[src/source/rv_pkg.sv]
`default_nettype none

package rv_pkg;

    localparam int XLEN     = 32;
    localparam int PC_W     = 30;   // word address, pc[31:2]
    localparam int REG_AW   = 5;
    localparam int NUM_REGS = 1 << REG_AW;

    localparam logic [PC_W-1:0] RESET_PC = '0;

    // funct3 / funct7 codes used by decode
    localparam logic [2:0] F3_ADD_SUB = 3'b000;
    localparam logic [2:0] F3_SLL     = 3'b001;
    localparam logic [2:0] F3_SLT     = 3'b010;
    localparam logic [2:0] F3_XOR     = 3'b100;
    localparam logic [2:0] F3_SRL     = 3'b101;
    localparam logic [2:0] F3_OR      = 3'b110;
    localparam logic [2:0] F3_AND     = 3'b111;
    localparam logic [2:0] F3_BEQ     = 3'b000;
    localparam logic [2:0] F3_BNE     = 3'b001;
    localparam logic [6:0] F7_BASE    = 7'b0000000;
    localparam logic [6:0] F7_ALT     = 7'b0100000;   // sub

    typedef enum logic [6:0] {
        OPC_OP     = 7'b0110011,
        OPC_OP_IMM = 7'b0010011,
        OPC_LUI    = 7'b0110111,
        OPC_BRANCH = 7'b1100011,
        OPC_JAL    = 7'b1101111
    } opcode_e;

    typedef enum logic [3:0] {
        ALU_ADD,
        ALU_SUB,
        ALU_AND,
        ALU_OR,
        ALU_XOR,
        ALU_SLT,
        ALU_SLL,
        ALU_SRL,
        ALU_PASS_B  // lui
    } alu_op_e;

    typedef enum logic {
        IDLE,
        BUS
    } fetch_state_e;

    typedef struct packed {
        logic [PC_W-1:0]   pc;
        logic [PC_W-1:0]   pc_p4;
        logic [REG_AW-1:0] rd;
        logic [REG_AW-1:0] rs1;
        logic [REG_AW-1:0] rs2;
        logic [XLEN-1:0]   imm;
        alu_op_e           alu_op;
        logic              use_imm;
        logic              reg_write;
        logic              is_branch;
        logic              branch_ne;
        logic              is_jump;
    } dec_ctrl_t;

    typedef struct packed {
        logic            take;
        logic [PC_W-1:0] target;
    } redirect_t;

    typedef struct packed {
        logic              we;
        logic [REG_AW-1:0] rd;
        logic [XLEN-1:0]   data;
    } rf_write_t;

endpackage

`default_nettype wire
[src/source/rv_core.sv]
`timescale 1ns/100ps
`default_nettype none

module rv_core
    import rv_pkg::*;
(
    input  logic              i_clk,
    input  logic              i_reset_n,
    output logic [XLEN-1:0]   o_wb_adr,
    output logic [XLEN-1:0]   o_wb_dat,
    input  logic [XLEN-1:0]   i_wb_dat,
    output logic              o_wb_we,
    output logic [3:0]        o_wb_sel,
    output logic              o_wb_stb,
    input  logic              i_wb_ack,
    output logic              o_wb_cyc,
    output logic              o_rf_we,      // retirement trace
    output logic [REG_AW-1:0] o_rf_rd,
    output logic [XLEN-1:0]   o_rf_data
);

    logic            w_fetch_valid;
    logic [XLEN-1:0] w_instr;
    logic [PC_W-1:0] w_fetch_pc;
    logic            w_dec_valid;
    dec_ctrl_t       w_dec;
    logic [XLEN-1:0] w_rs1_val;
    logic [XLEN-1:0] w_rs2_val;
    rf_write_t       w_write;
    logic            w_retire;
    redirect_t       w_redirect;

    rv_fetch u_fetch
    (
        .i_clk          (i_clk),
        .i_reset_n      (i_reset_n),
        .i_wb_ack       (i_wb_ack),
        .i_wb_dat       (i_wb_dat),
        .i_retire       (w_retire),
        .i_redirect     (w_redirect),
        .o_wb_adr       (o_wb_adr),
        .o_wb_cyc       (o_wb_cyc),
        .o_wb_stb       (o_wb_stb),
        .o_fetch_valid  (w_fetch_valid),
        .o_instr        (w_instr),
        .o_pc           (w_fetch_pc)
    );

    rv_decode u_decode
    (
        .i_clk          (i_clk),
        .i_reset_n      (i_reset_n),
        .i_fetch_valid  (w_fetch_valid),
        .i_instr        (w_instr),
        .i_pc           (w_fetch_pc),
        .o_dec_valid    (w_dec_valid),
        .o_dec          (w_dec)
    );

    rv_regfile u_regfile
    (
        .i_clk          (i_clk),
        .i_reset_n      (i_reset_n),
        .i_rs1          (w_dec.rs1),
        .i_rs2          (w_dec.rs2),
        .i_write        (w_write),
        .o_rs1_val      (w_rs1_val),
        .o_rs2_val      (w_rs2_val)
    );

    rv_exec u_exec
    (
        .i_clk          (i_clk),
        .i_reset_n      (i_reset_n),
        .i_dec_valid    (w_dec_valid),
        .i_dec          (w_dec),
        .i_rs1_val      (w_rs1_val),
        .i_rs2_val      (w_rs2_val),
        .o_write        (w_write),
        .o_retire       (w_retire),
        .o_redirect     (w_redirect)
    );

    // read-only bus, no store path
    assign o_wb_dat  = '0;
    assign o_wb_we   = 1'b0;
    assign o_wb_sel  = '1;

    assign o_rf_we   = w_write.we;
    assign o_rf_rd   = w_write.rd;
    assign o_rf_data = w_write.data;

endmodule

`default_nettype wire

[src/source/rv_exec.sv]
`timescale 1ns/100ps
`default_nettype none

module rv_exec
    import rv_pkg::*;
(
    input  logic            i_clk,
    input  logic            i_reset_n,
    input  logic            i_dec_valid,
    input  dec_ctrl_t       i_dec,
    input  logic [XLEN-1:0] i_rs1_val,
    input  logic [XLEN-1:0] i_rs2_val,
    output rf_write_t       o_write,
    output logic            o_retire,
    output redirect_t       o_redirect
);

    logic [XLEN-1:0]   w_op_b;
    logic [XLEN-1:0]   w_alu;
    logic [XLEN-1:0]   w_result;
    logic              w_eq;
    logic              w_take;
    logic [PC_W-1:0]   w_target;

    logic              r_we;
    logic              r_retire;
    logic              r_take;
    logic [REG_AW-1:0] r_rd;
    logic [XLEN-1:0]   r_data;
    logic [PC_W-1:0]   r_target;

    assign w_op_b = i_dec.use_imm ? i_dec.imm : i_rs2_val;

    always_comb
    begin
        case (i_dec.alu_op)
            ALU_ADD:    w_alu = i_rs1_val + w_op_b;
            ALU_SUB:    w_alu = i_rs1_val - w_op_b;
            ALU_AND:    w_alu = i_rs1_val & w_op_b;
            ALU_OR:     w_alu = i_rs1_val | w_op_b;
            ALU_XOR:    w_alu = i_rs1_val ^ w_op_b;
            ALU_SLT:    w_alu = {{(XLEN-1){1'b0}}, $signed(i_rs1_val) < $signed(w_op_b)};
            ALU_SLL:    w_alu = i_rs1_val << w_op_b[4:0];
            ALU_SRL:    w_alu = i_rs1_val >> w_op_b[4:0];
            ALU_PASS_B: w_alu = w_op_b;
            default:    w_alu = '0;
        endcase
    end

    assign w_eq     = (i_rs1_val == i_rs2_val);
    assign w_take   = i_dec.is_jump || (i_dec.is_branch && (w_eq ^ i_dec.branch_ne));
    assign w_target = i_dec.pc + i_dec.imm[XLEN-1:2];   // byte offset to words
    assign w_result = i_dec.is_jump ? {i_dec.pc_p4, 2'b00} : w_alu;

    always_ff @(posedge i_clk)
    begin
        if (!i_reset_n)
        begin
            r_we     <= 1'b0;
            r_retire <= 1'b0;
            r_take   <= 1'b0;
        end
        else
        begin
            r_we     <= i_dec_valid && i_dec.reg_write && (i_dec.rd != '0);
            r_retire <= i_dec_valid;
            r_take   <= i_dec_valid && w_take;
        end
    end

    always_ff @(posedge i_clk)
    begin
        if (i_dec_valid)
        begin
            r_rd     <= i_dec.rd;
            r_data   <= w_result;
            r_target <= w_target;
        end
    end

    assign o_write.we        = r_we;
    assign o_write.rd        = r_rd;
    assign o_write.data      = r_data;
    assign o_retire          = r_retire;
    assign o_redirect.take   = r_take;
    assign o_redirect.target = r_target;

endmodule

`default_nettype wire

[src/source/rv_regfile.sv]
`timescale 1ns/100ps
`default_nettype none

module rv_regfile
    import rv_pkg::*;
(
    input  logic              i_clk,
    input  logic              i_reset_n,
    input  logic [REG_AW-1:0] i_rs1,
    input  logic [REG_AW-1:0] i_rs2,
    input  rf_write_t         i_write,
    output logic [XLEN-1:0]   o_rs1_val,
    output logic [XLEN-1:0]   o_rs2_val
);

    logic [XLEN-1:0] r_regs [1:NUM_REGS-1];    // x0 has no storage

    always_ff @(posedge i_clk)
    begin
        if (!i_reset_n)
        begin
            for (int i = 1; i < NUM_REGS; i++)
                r_regs[i] <= '0;
        end
        else if (i_write.we && (i_write.rd != '0))
        begin
            r_regs[i_write.rd] <= i_write.data;
        end
    end

    assign o_rs1_val = (i_rs1 == '0) ? '0 : r_regs[i_rs1];
    assign o_rs2_val = (i_rs2 == '0) ? '0 : r_regs[i_rs2];

    // execute filters x0 before raising we
    a_no_x0_write: assert property (@(posedge i_clk) disable iff (!i_reset_n)
        i_write.we |-> (i_write.rd != '0));

endmodule

`default_nettype wire

[src/source/rv_decode.sv]
`timescale 1ns/100ps
`default_nettype none

module rv_decode
    import rv_pkg::*;
(
    input  logic            i_clk,
    input  logic            i_reset_n,
    input  logic            i_fetch_valid,
    input  logic [XLEN-1:0] i_instr,
    input  logic [PC_W-1:0] i_pc,
    output logic            o_dec_valid,
    output dec_ctrl_t       o_dec
);

    logic [XLEN-1:0] r_instr;
    logic [PC_W-1:0] r_pc;
    logic            r_dec_valid;

    logic [6:0]      w_opcode;
    logic [2:0]      w_funct3;
    logic [6:0]      w_funct7;
    logic [XLEN-1:0] w_imm_i;
    logic [XLEN-1:0] w_imm_b;
    logic [XLEN-1:0] w_imm_u;
    logic [XLEN-1:0] w_imm_j;
    dec_ctrl_t       w_ctrl;

    always_ff @(posedge i_clk)
    begin
        if (i_fetch_valid)
        begin
            r_instr <= i_instr;
            r_pc    <= i_pc;
        end
    end

    always_ff @(posedge i_clk)
    begin
        if (!i_reset_n)
            r_dec_valid <= 1'b0;
        else
            r_dec_valid <= i_fetch_valid;
    end

    assign w_opcode = r_instr[6:0];
    assign w_funct3 = r_instr[14:12];
    assign w_funct7 = r_instr[31:25];

    assign w_imm_i = {{20{r_instr[31]}}, r_instr[31:20]};
    assign w_imm_b = {{19{r_instr[31]}}, r_instr[31], r_instr[7],
                      r_instr[30:25], r_instr[11:8], 1'b0};
    assign w_imm_u = {r_instr[31:12], 12'b0};
    assign w_imm_j = {{11{r_instr[31]}}, r_instr[31], r_instr[19:12],
                      r_instr[20], r_instr[30:21], 1'b0};

    always_comb
    begin
        w_ctrl        = '0;
        w_ctrl.pc     = r_pc;
        w_ctrl.pc_p4  = r_pc + 1'b1;
        w_ctrl.rd     = r_instr[11:7];
        w_ctrl.rs1    = r_instr[19:15];
        w_ctrl.rs2    = r_instr[24:20];
        w_ctrl.alu_op = ALU_ADD;

        case (w_opcode)
            OPC_OP:
            begin
                w_ctrl.reg_write = 1'b1;
                case (w_funct3)
                    F3_ADD_SUB: w_ctrl.alu_op = (w_funct7 == F7_ALT) ? ALU_SUB : ALU_ADD;
                    F3_SLL:     w_ctrl.alu_op = ALU_SLL;
                    F3_SLT:     w_ctrl.alu_op = ALU_SLT;
                    F3_XOR:     w_ctrl.alu_op = ALU_XOR;
                    F3_SRL:     w_ctrl.alu_op = ALU_SRL;
                    F3_OR:      w_ctrl.alu_op = ALU_OR;
                    F3_AND:     w_ctrl.alu_op = ALU_AND;
                    default:    w_ctrl.reg_write = 1'b0;   // sltu
                endcase
                // only sub takes the alternate funct7
                if (w_funct7 != F7_BASE && !(w_funct7 == F7_ALT && w_funct3 == F3_ADD_SUB))
                    w_ctrl.reg_write = 1'b0;
            end
            OPC_OP_IMM:
            begin
                w_ctrl.imm       = w_imm_i;
                w_ctrl.use_imm   = 1'b1;
                w_ctrl.reg_write = 1'b1;
                case (w_funct3)
                    F3_ADD_SUB: w_ctrl.alu_op = ALU_ADD;
                    F3_XOR:     w_ctrl.alu_op = ALU_XOR;
                    F3_OR:      w_ctrl.alu_op = ALU_OR;
                    F3_AND:     w_ctrl.alu_op = ALU_AND;
                    default:    w_ctrl.reg_write = 1'b0;
                endcase
            end
            OPC_LUI:
            begin
                w_ctrl.imm       = w_imm_u;
                w_ctrl.use_imm   = 1'b1;
                w_ctrl.reg_write = 1'b1;
                w_ctrl.alu_op    = ALU_PASS_B;
            end
            OPC_BRANCH:
            begin
                w_ctrl.imm       = w_imm_b;
                w_ctrl.is_branch = (w_funct3 == F3_BEQ) || (w_funct3 == F3_BNE);
                w_ctrl.branch_ne = (w_funct3 == F3_BNE);
            end
            OPC_JAL:
            begin
                w_ctrl.imm       = w_imm_j;
                w_ctrl.is_jump   = 1'b1;
                w_ctrl.reg_write = 1'b1;    // link
            end
            default: ;  // retires as a nop
        endcase
    end

    assign o_dec_valid = r_dec_valid;
    assign o_dec       = w_ctrl;

endmodule

`default_nettype wire

[src/source/rv_fetch.sv]
`timescale 1ns/100ps
`default_nettype none

module rv_fetch
    import rv_pkg::*;
(
    input  logic            i_clk,
    input  logic            i_reset_n,
    input  logic            i_wb_ack,
    input  logic [XLEN-1:0] i_wb_dat,
    input  logic            i_retire,
    input  redirect_t       i_redirect,
    output logic [XLEN-1:0] o_wb_adr,
    output logic            o_wb_cyc,
    output logic            o_wb_stb,
    output logic            o_fetch_valid,
    output logic [XLEN-1:0] o_instr,
    output logic [PC_W-1:0] o_pc
);

    fetch_state_e    r_state;
    logic            r_start;   // first fetch after reset release
    logic [PC_W-1:0] r_pc;

    always_ff @(posedge i_clk)
    begin
        if (!i_reset_n)
        begin
            r_state <= IDLE;
            r_start <= 1'b1;
        end
        else
        begin
            case (r_state)
                IDLE:
                begin
                    if (r_start || i_retire)
                    begin
                        r_state <= BUS;
                        r_start <= 1'b0;
                    end
                end
                BUS:
                begin
                    if (i_wb_ack)
                        r_state <= IDLE;
                end
                default: r_state <= IDLE;
            endcase
        end
    end

    always_ff @(posedge i_clk)
    begin
        if (!i_reset_n)
            r_pc <= RESET_PC;
        else if (i_retire)
            r_pc <= i_redirect.take ? i_redirect.target : r_pc + 1'b1;
    end

    assign o_wb_cyc      = (r_state == BUS);
    assign o_wb_stb      = (r_state == BUS);
    assign o_wb_adr      = {r_pc, 2'b00};
    assign o_fetch_valid = o_wb_stb && i_wb_ack;
    assign o_instr       = i_wb_dat;    // valid in the ack cycle only
    assign o_pc          = r_pc;

    // one instruction in flight, no retire during a bus read
    a_no_retire_in_cyc: assert property (@(posedge i_clk) disable iff (!i_reset_n)
        o_wb_cyc |-> !i_retire);

    // strobe holds until the slave answers
    a_stb_hold: assert property (@(posedge i_clk) disable iff (!i_reset_n)
        (o_wb_stb && !i_wb_ack) |=> o_wb_stb);

endmodule

`default_nettype wire

[config.mk]
export PLATFORM = sky130hd
export DESIGN_NAME = rv_core
export DESIGN_NICKNAME = d
export VERILOG_FILES = /design/src/source/rv_pkg.sv /design/src/source/rv_core.sv /design/src/source/rv_exec.sv /design/src/source/rv_regfile.sv /design/src/source/rv_decode.sv /design/src/source/rv_fetch.sv
export SDC_FILE = /design/constraint.sdc
export NUM_CORES = 2
export LEC_CHECK = 0
export BUFFER_PORTS_ARGS = -buffer_cell sky130_fd_sc_hd__clkbuf_2
export CAP_MARGIN = 40
export CORE_MARGIN = 3
export CORE_UTILIZATION = 69
export CTS_CLUSTER_SIZE = 16
export DETAILED_ROUTE_END_ITERATION = 7
export PLACE_DENSITY = 0.86
export SETUP_SLACK_MARGIN = 0.3
export SYNTH_ARGS = -nofsm -noshare
export SYNTH_HDL_FRONTEND = slang
export SYNTH_SLANG_ARGS = --single-unit
[constraint.sdc]
create_clock -name i_clk -period 18.1 [get_ports i_clk]
set_input_delay 2.715 -clock i_clk [delete_from_list [all_inputs] [get_ports i_clk]]
set_output_delay 2.715 -clock i_clk [all_outputs]
set_load 0.05 [all_outputs]
==> impl_summary.md, run 1 <==
CTS
Clock tree synthesis inserted a total of 119 buffers. CTS placed an instance of clkbuf_16 at the clock tree root. Buffers added to address setup during post-CTS repair amount to 0. The maximum level of the CTS H-tree is 3. After clock tree synthesis, the repair step resized 0 gates. The number of hold-repair buffers added at the cts stage is 0. In this run the deepest clock path goes through 3 buffers. The number of clock sinks is 1,199.

Floorplan
The horizontal extent of the die is 332 µm. Row generation in the floorplan step produced 118 rows. The starting density of the core is 0.700. From bottom edge to top edge, the die measures 332 µm. 144 I/O pins were placed.

Run status
The first error in the log reads "[ERROR GRT-0232] Routing congestion too high. Check the congestion heatmap in the GUI". The run stopped with a tool error. The last stage reached is 5_1_grt.

Synthesis
The post-synthesis instance area is 0.0731 mm². The Yosys step of the flow raised 0 warnings. The share of the Yosys chip area taken by registers is 0.486. Among all flip-flop cells after synthesis, the most frequent one is edfxtp_1. In this run, synthesis inferred 1,153 flip-flops with an integrated enable. Ranked by total cell area, the synthesized netlist is headed by edfxtp_1, mux4_2, and2_1.

In the synthesized netlist, the number of instances is 5,838. The number of distinct library cells after synthesis is 93. The post-synthesis area per instance is 12.5 µm². Counting flops with an async set or reset pin after synthesis yields a share of 0. The share of synthesized area in the top cell type comes to 0.474. The number of flip-flops and latches in the synthesized netlist is 1,199. The synthesized design spends more area on one cell type than any other, namely edfxtp_1.

Global route
After global routing the overflow that remains totals 241. The overall global routing resource usage is 0.865. Entering global routing, the biggest net connects 108 pins.

The initial antenna violation count is 68.

Place
The global placement routability congestion is 1.05. The count of port buffers added during placement is 104. The HPWL reported at the end of detailed placement is 205 mm.
routing by layer:
metal / track usage / GRT overflow
met3: 0.799 / 36
met4: 0.807 / 68
met2: 0.946 / 100
met1: 0.880 / 26
met5: 0.660 / 11
through the flow:
step,setup slack [ns],instances,cell area [µm²]
2_1_floorplan,11.79,5907,73400
3_3_place_gp,9.33,7029,75200
3_5_place_dp,9.69,7065,75900
4_1_cts,9.63,7289,79900
synthesized netlist by cell type, types with 21 or more instances:
cell and n:
nor2b_1 32, a21o_1 54, mux2i_1 334, buf_2 78
mux4_2 480, xor2_1 39, and2_1 1016, nand3_1 94
a31oi_1 24, nand2_1 283, ha_1 128, o22ai_1 35
edfxtp_1 1153, nand2b_1 23, inv_1 117, o21bai_1 22
and3_1 35, o31ai_1 22, nor3_1 57, a21oi_1 179
a22oi_1 141, xnor2_1 57, a22o_1 30, nor2_1 266
nand4_1 22, buf_1 32, a211oi_1 54, a221oi_1 33
clkbuf_1 365, o21ai_0 163, o211ai_1 26, buf_4 67
dfxtp_1 46, mux2_2 21
cell families after synthesis:
family,count (synthesis),synth area share
buffers and inverters,686,0.0429
AOI/OAI and AO/OA,952,0.0892
xor gates and xnor gates,96,0.0115
adders and majority gates,131,0.0227
muxes,851,0.203
DFF,1199,0.486
and+or+nand+nor,1921,0.145
other,2,0.000103
==> run 2, diff against run 1 <==
CORE_UTILIZATION = 40   (was 69)
CTS_CLUSTER_SIZE = unset   (was 16)
PLACE_DENSITY = unset   (was 0.86)
PLACE_DENSITY_LB_ADDON = 0.15   (was unset)
SETUP_SLACK_MARGIN = unset   (was 0.3)
==> run 2 against run 1 <==
The flow now finishes without violations. Synthesized cell count unchanged. Area after synthesis unchanged.
==> impl_summary.md, run 2 <==
CTS
The clock latency on the worst-skew pair is 0.82 ns. The quantity of gates resized following cts is 0 (unchanged). The number of hold-repair buffers added at the cts stage is 0 (unchanged). TritonCTS built the clock tree. The number of setup buffers added after CTS is 0 (unchanged). The number of clock sinks is 1,199 (unchanged).

The clock transition at the registers of the reported paths is 0.06 ns. CTS placed an instance of clkbuf_16 at the clock tree root. The number of CTS-inserted buffers is 143 (+20%). The maximum clock insertion buffer count is 3 (unchanged). The maximum level of the CTS H-tree is 4 (+1).

STA
The post-route fraction of the period consumed by the critical path is 0.486. Setup repair after global routing left no endpoint under its margin. The final hold violation count is 0. Setup violations remaining at the end of the flow were counted as 0. The normalized max-slew margin is 0.240.

The total count of max-transition violations in the final report is 0. The final-layout setup total negative slack is 0 ns. The slew at the pin with the worst max-slew slack is 1.14 ns. Across the routed clock network, the largest skew measured is 0.0320 ns. The maximum clock frequency is 114 MHz. Subtracting the final worst setup slack from the clock period gives 8.80 ns.

Routing
The pre-antenna-repair detailed-routing pass consisted of 6 iterations. The detailed router placed 54,925 vias in this run. After detailed routing, the number of remaining DRC violations is 0. The count of antenna-violating nets left after detailed routing is 0. After detailed routing, the number of vias per cell comes to 6.56. The detailed router's first-iteration violation count is 8,377. After detailed routing, the average wire length per cell comes to 38.8 µm.

After detailed routing, the total wire length is 325 mm.

Synthesis
For this run, the leading register cell type out of synthesis is edfxtp_1. Counting instances in the post-synthesis netlist gives the leading cell types as edfxtp_1, and2_1, mux4_2. The share of async-settable or async-resettable flops after synthesis was 0 (unchanged). The post-synthesis instance area is 0.0731 mm² (unchanged). By area the synthesized netlist is led by edfxtp_1, mux4_2, and2_1.

The synthesized design spends more area on one cell type than any other, namely edfxtp_1. The post-synthesis area per instance is 12.5 µm² (unchanged). The area share of the leading cell type in the synthesized netlist was 0.474 (unchanged). The fraction of the yosys area taken by sequential cells is 0.486 (unchanged). The number of distinct library cells after synthesis came to 93 (unchanged). The number of enable-type register cells in the synthesized netlist is 1,153 (unchanged). The number of synthesis warnings is 0 (unchanged). The number of flip-flops and latches in the synthesized netlist is 1,199 (unchanged). The number of cells produced by synthesis is 5,838 (unchanged). edfxtp_1 is the most common cell in the netlist.

Global route
The pin count of the biggest net entering global routing is 120. The initial antenna violation count is 32. The overall global routing resource usage is 0.341.

The via count of the first global-routing pass is 52,414. The first-pass GRT wire length is 442 mm. Summed over all layers, the global routing overflow is 0.

Power and ir drop
The peak supply drop is 93.9 µV. The static leakage is 30.7 nW. The part of the power in registers is 0.399. The switching share of power is 0.327. For this design the ratio of total power to cell area is 98.5 mW/mm². The net switching component of the power is 0.00265 W. The clock power share is 0.355. The internal power of the cells totals 0.00545 W.

The combinational group share of total power is 0.246.

Layout
In the layout the commonest cells are edfxtp_1, and2_1, mux4_2, mux2i_1, nand2_1. The layout-stage area growth over the synthesis result is 12.4%. The number of nets in the layout is 6,031.

The register with the most flip-flops in the layout has 1,024 of them. The register containing the most flip-flops in the final layout is u_regfile.r_regs. After routing the design area is 0.0822 mm². The post-route core utilization is 0.454. In the final layout, the share of cells above drive strength 1 is 0.202. Leaving out fill and tap cells, the most frequent cell in the layout is edfxtp_1. The largest registers in the layout are u_regfile.r_regs: 1024 flops, u_decode.r_instr: 32 flops, u_exec.r_data: 32 flops.

Place
The global placement routability congestion is 1.07 (+1.2%). The cell area reported after detailed placement is 0.0776 mm² (+2.3%). The count of port buffers added during placement is 104 (unchanged). The HPWL reported at the end of detailed placement is 209 mm (+1.8%).

Setup path
The critical path is of the reg2reg type. The required time of the critical path is 18.67 ns. Across all register-to-register paths, the minimum setup slack is 9.30 ns. Data arrives at the worst endpoint at 9.37 ns.

For the worst flop-to-flop path, the logic depth is 19. The worst setup path is captured at a register. The capture instance of the worst register-to-register path is u_exec.r_data[26].

The worst setup path is launched from a register. The largest driver fanout on the critical path is 31.

Floorplan
The total die area is 0.188 mm². The horizontal extent of the die is 434 µm (+31%). The starting density of the core came to 0.404 (-0.297). The number of core rows is 156 (+32%). The core area is 0.181 mm². The vertical extent of the die is 434 µm (+31%). The number of top-level pins was 144 (unchanged).

Min path
The worst hold path passes through 2 cells. The worst min-delay path endpoint is u_fetch.r_start. The startpoint identified for the worst hold timing path is u_fetch.r_start. The class of the tightest hold or removal check is reg2reg.

Run
The max-capacitance violation count is 0.

Run status
The run finished with clean final reports.
-- run 2: cell counts after synthesis --
No cell type changed its count.
-- run 2: how the worst max path moves through the flow --
stage	from	to	slack (ns)	cells after the start
floorplan	i_reset_n	u_regfile.r_regs[29][0]	11.79	6
global placement	register	u_exec.r_data[26]	9.46	18
detailed placement	register	u_exec.r_data[26]	9.59	19
CTS	register	u_exec.r_data[26]	9.59	19
global route	register	u_exec.r_data[26]	9.09	19
finish	register	u_exec.r_data[26]	9.30	19
-- run 2: cell type report --
cell class	instances	area (µm²)
fillers	16309	98900
flip-flops and latches	1199	35600
multi-input cells	4022	35400
clock buffers	183	3820
repair buffers	378	3240
well taps	2370	2970
clock inverters	79	729
inverters	121	454
diodes	16	40.0
-- run 2: power by group through the flow --
stage	Sequential (W)	Clock (W)	Combinational (W)
3_3_place_gp	0.00329	0	0.00189
3_5_place_dp	0.00328	0	0.00191
5_1_grt	0.00323	0.00301	0.00205
2_1_floorplan	0.00326	0	0.00117
6_report	0.00323	0.00288	0.00199
4_1_cts	0.00322	0.00291	0.00192
-- run 2: critical path, stage by stage, from the launching register on --
cell,delay (ns)
dfxtp_4,0.68
buf_4,0.53
buf_12,0.30
buf_4,0.60
mux4_1,0.64
mux4_2,0.50
a22oi_1,0.91
nor2_1,0.08
a21o_1,0.28
ha_1,0.49
or4_1,0.62
a2111oi_0,0.70
o211ai_1,0.20
a21oi_1,0.56
a311o_1,0.37
a221o_1,0.31
a21boi_0,0.15
xnor2_1,0.21
nor2_1,0.05
o31a_1,0.32
-- run 2: kinds of logic after synthesis --
family                   Yosys count  share of synthesized area
AND/OR/NAND/NOR                 1921                      0.145
flip-flops                      1199                      0.486
AO/OA/AOI/OAI                    952                     0.0892
multiplexers                     851                      0.203
buffers and inverters            686                     0.0429
adder cells (fa/ha/maj)          131                     0.0227
XOR/XNOR                          96                     0.0115
other                              2                   0.000103
-- run 2: per-layer routing --
layer	wire, µm	track usage	share of wire	vias to the layer above
met5	21	0	0.000065	-
met4	22900	0.207	0.070	4
met3	32100	0.0766	0.099	922
met2	149000	0.533	0.46	3711
met1	121000	0.432	0.37	28141
li1	-	-	-	22147
-- run 2: per-stage QoR --
stage          total power (W)  setup WS [ns]  hold WS [ns]  cells
5_1_grt                0.00829           9.09         0.468   8353
4_1_cts                0.00805           9.59         0.446   8347
3_3_place_gp           0.00517           9.46         0.433   8034
2_1_floorplan          0.00443          11.79         0.423   5907
3_5_place_dp           0.00519           9.59         0.435   8085
6_report               0.00809           9.30         0.447   8368
Power figures use the tool's default switching activity.
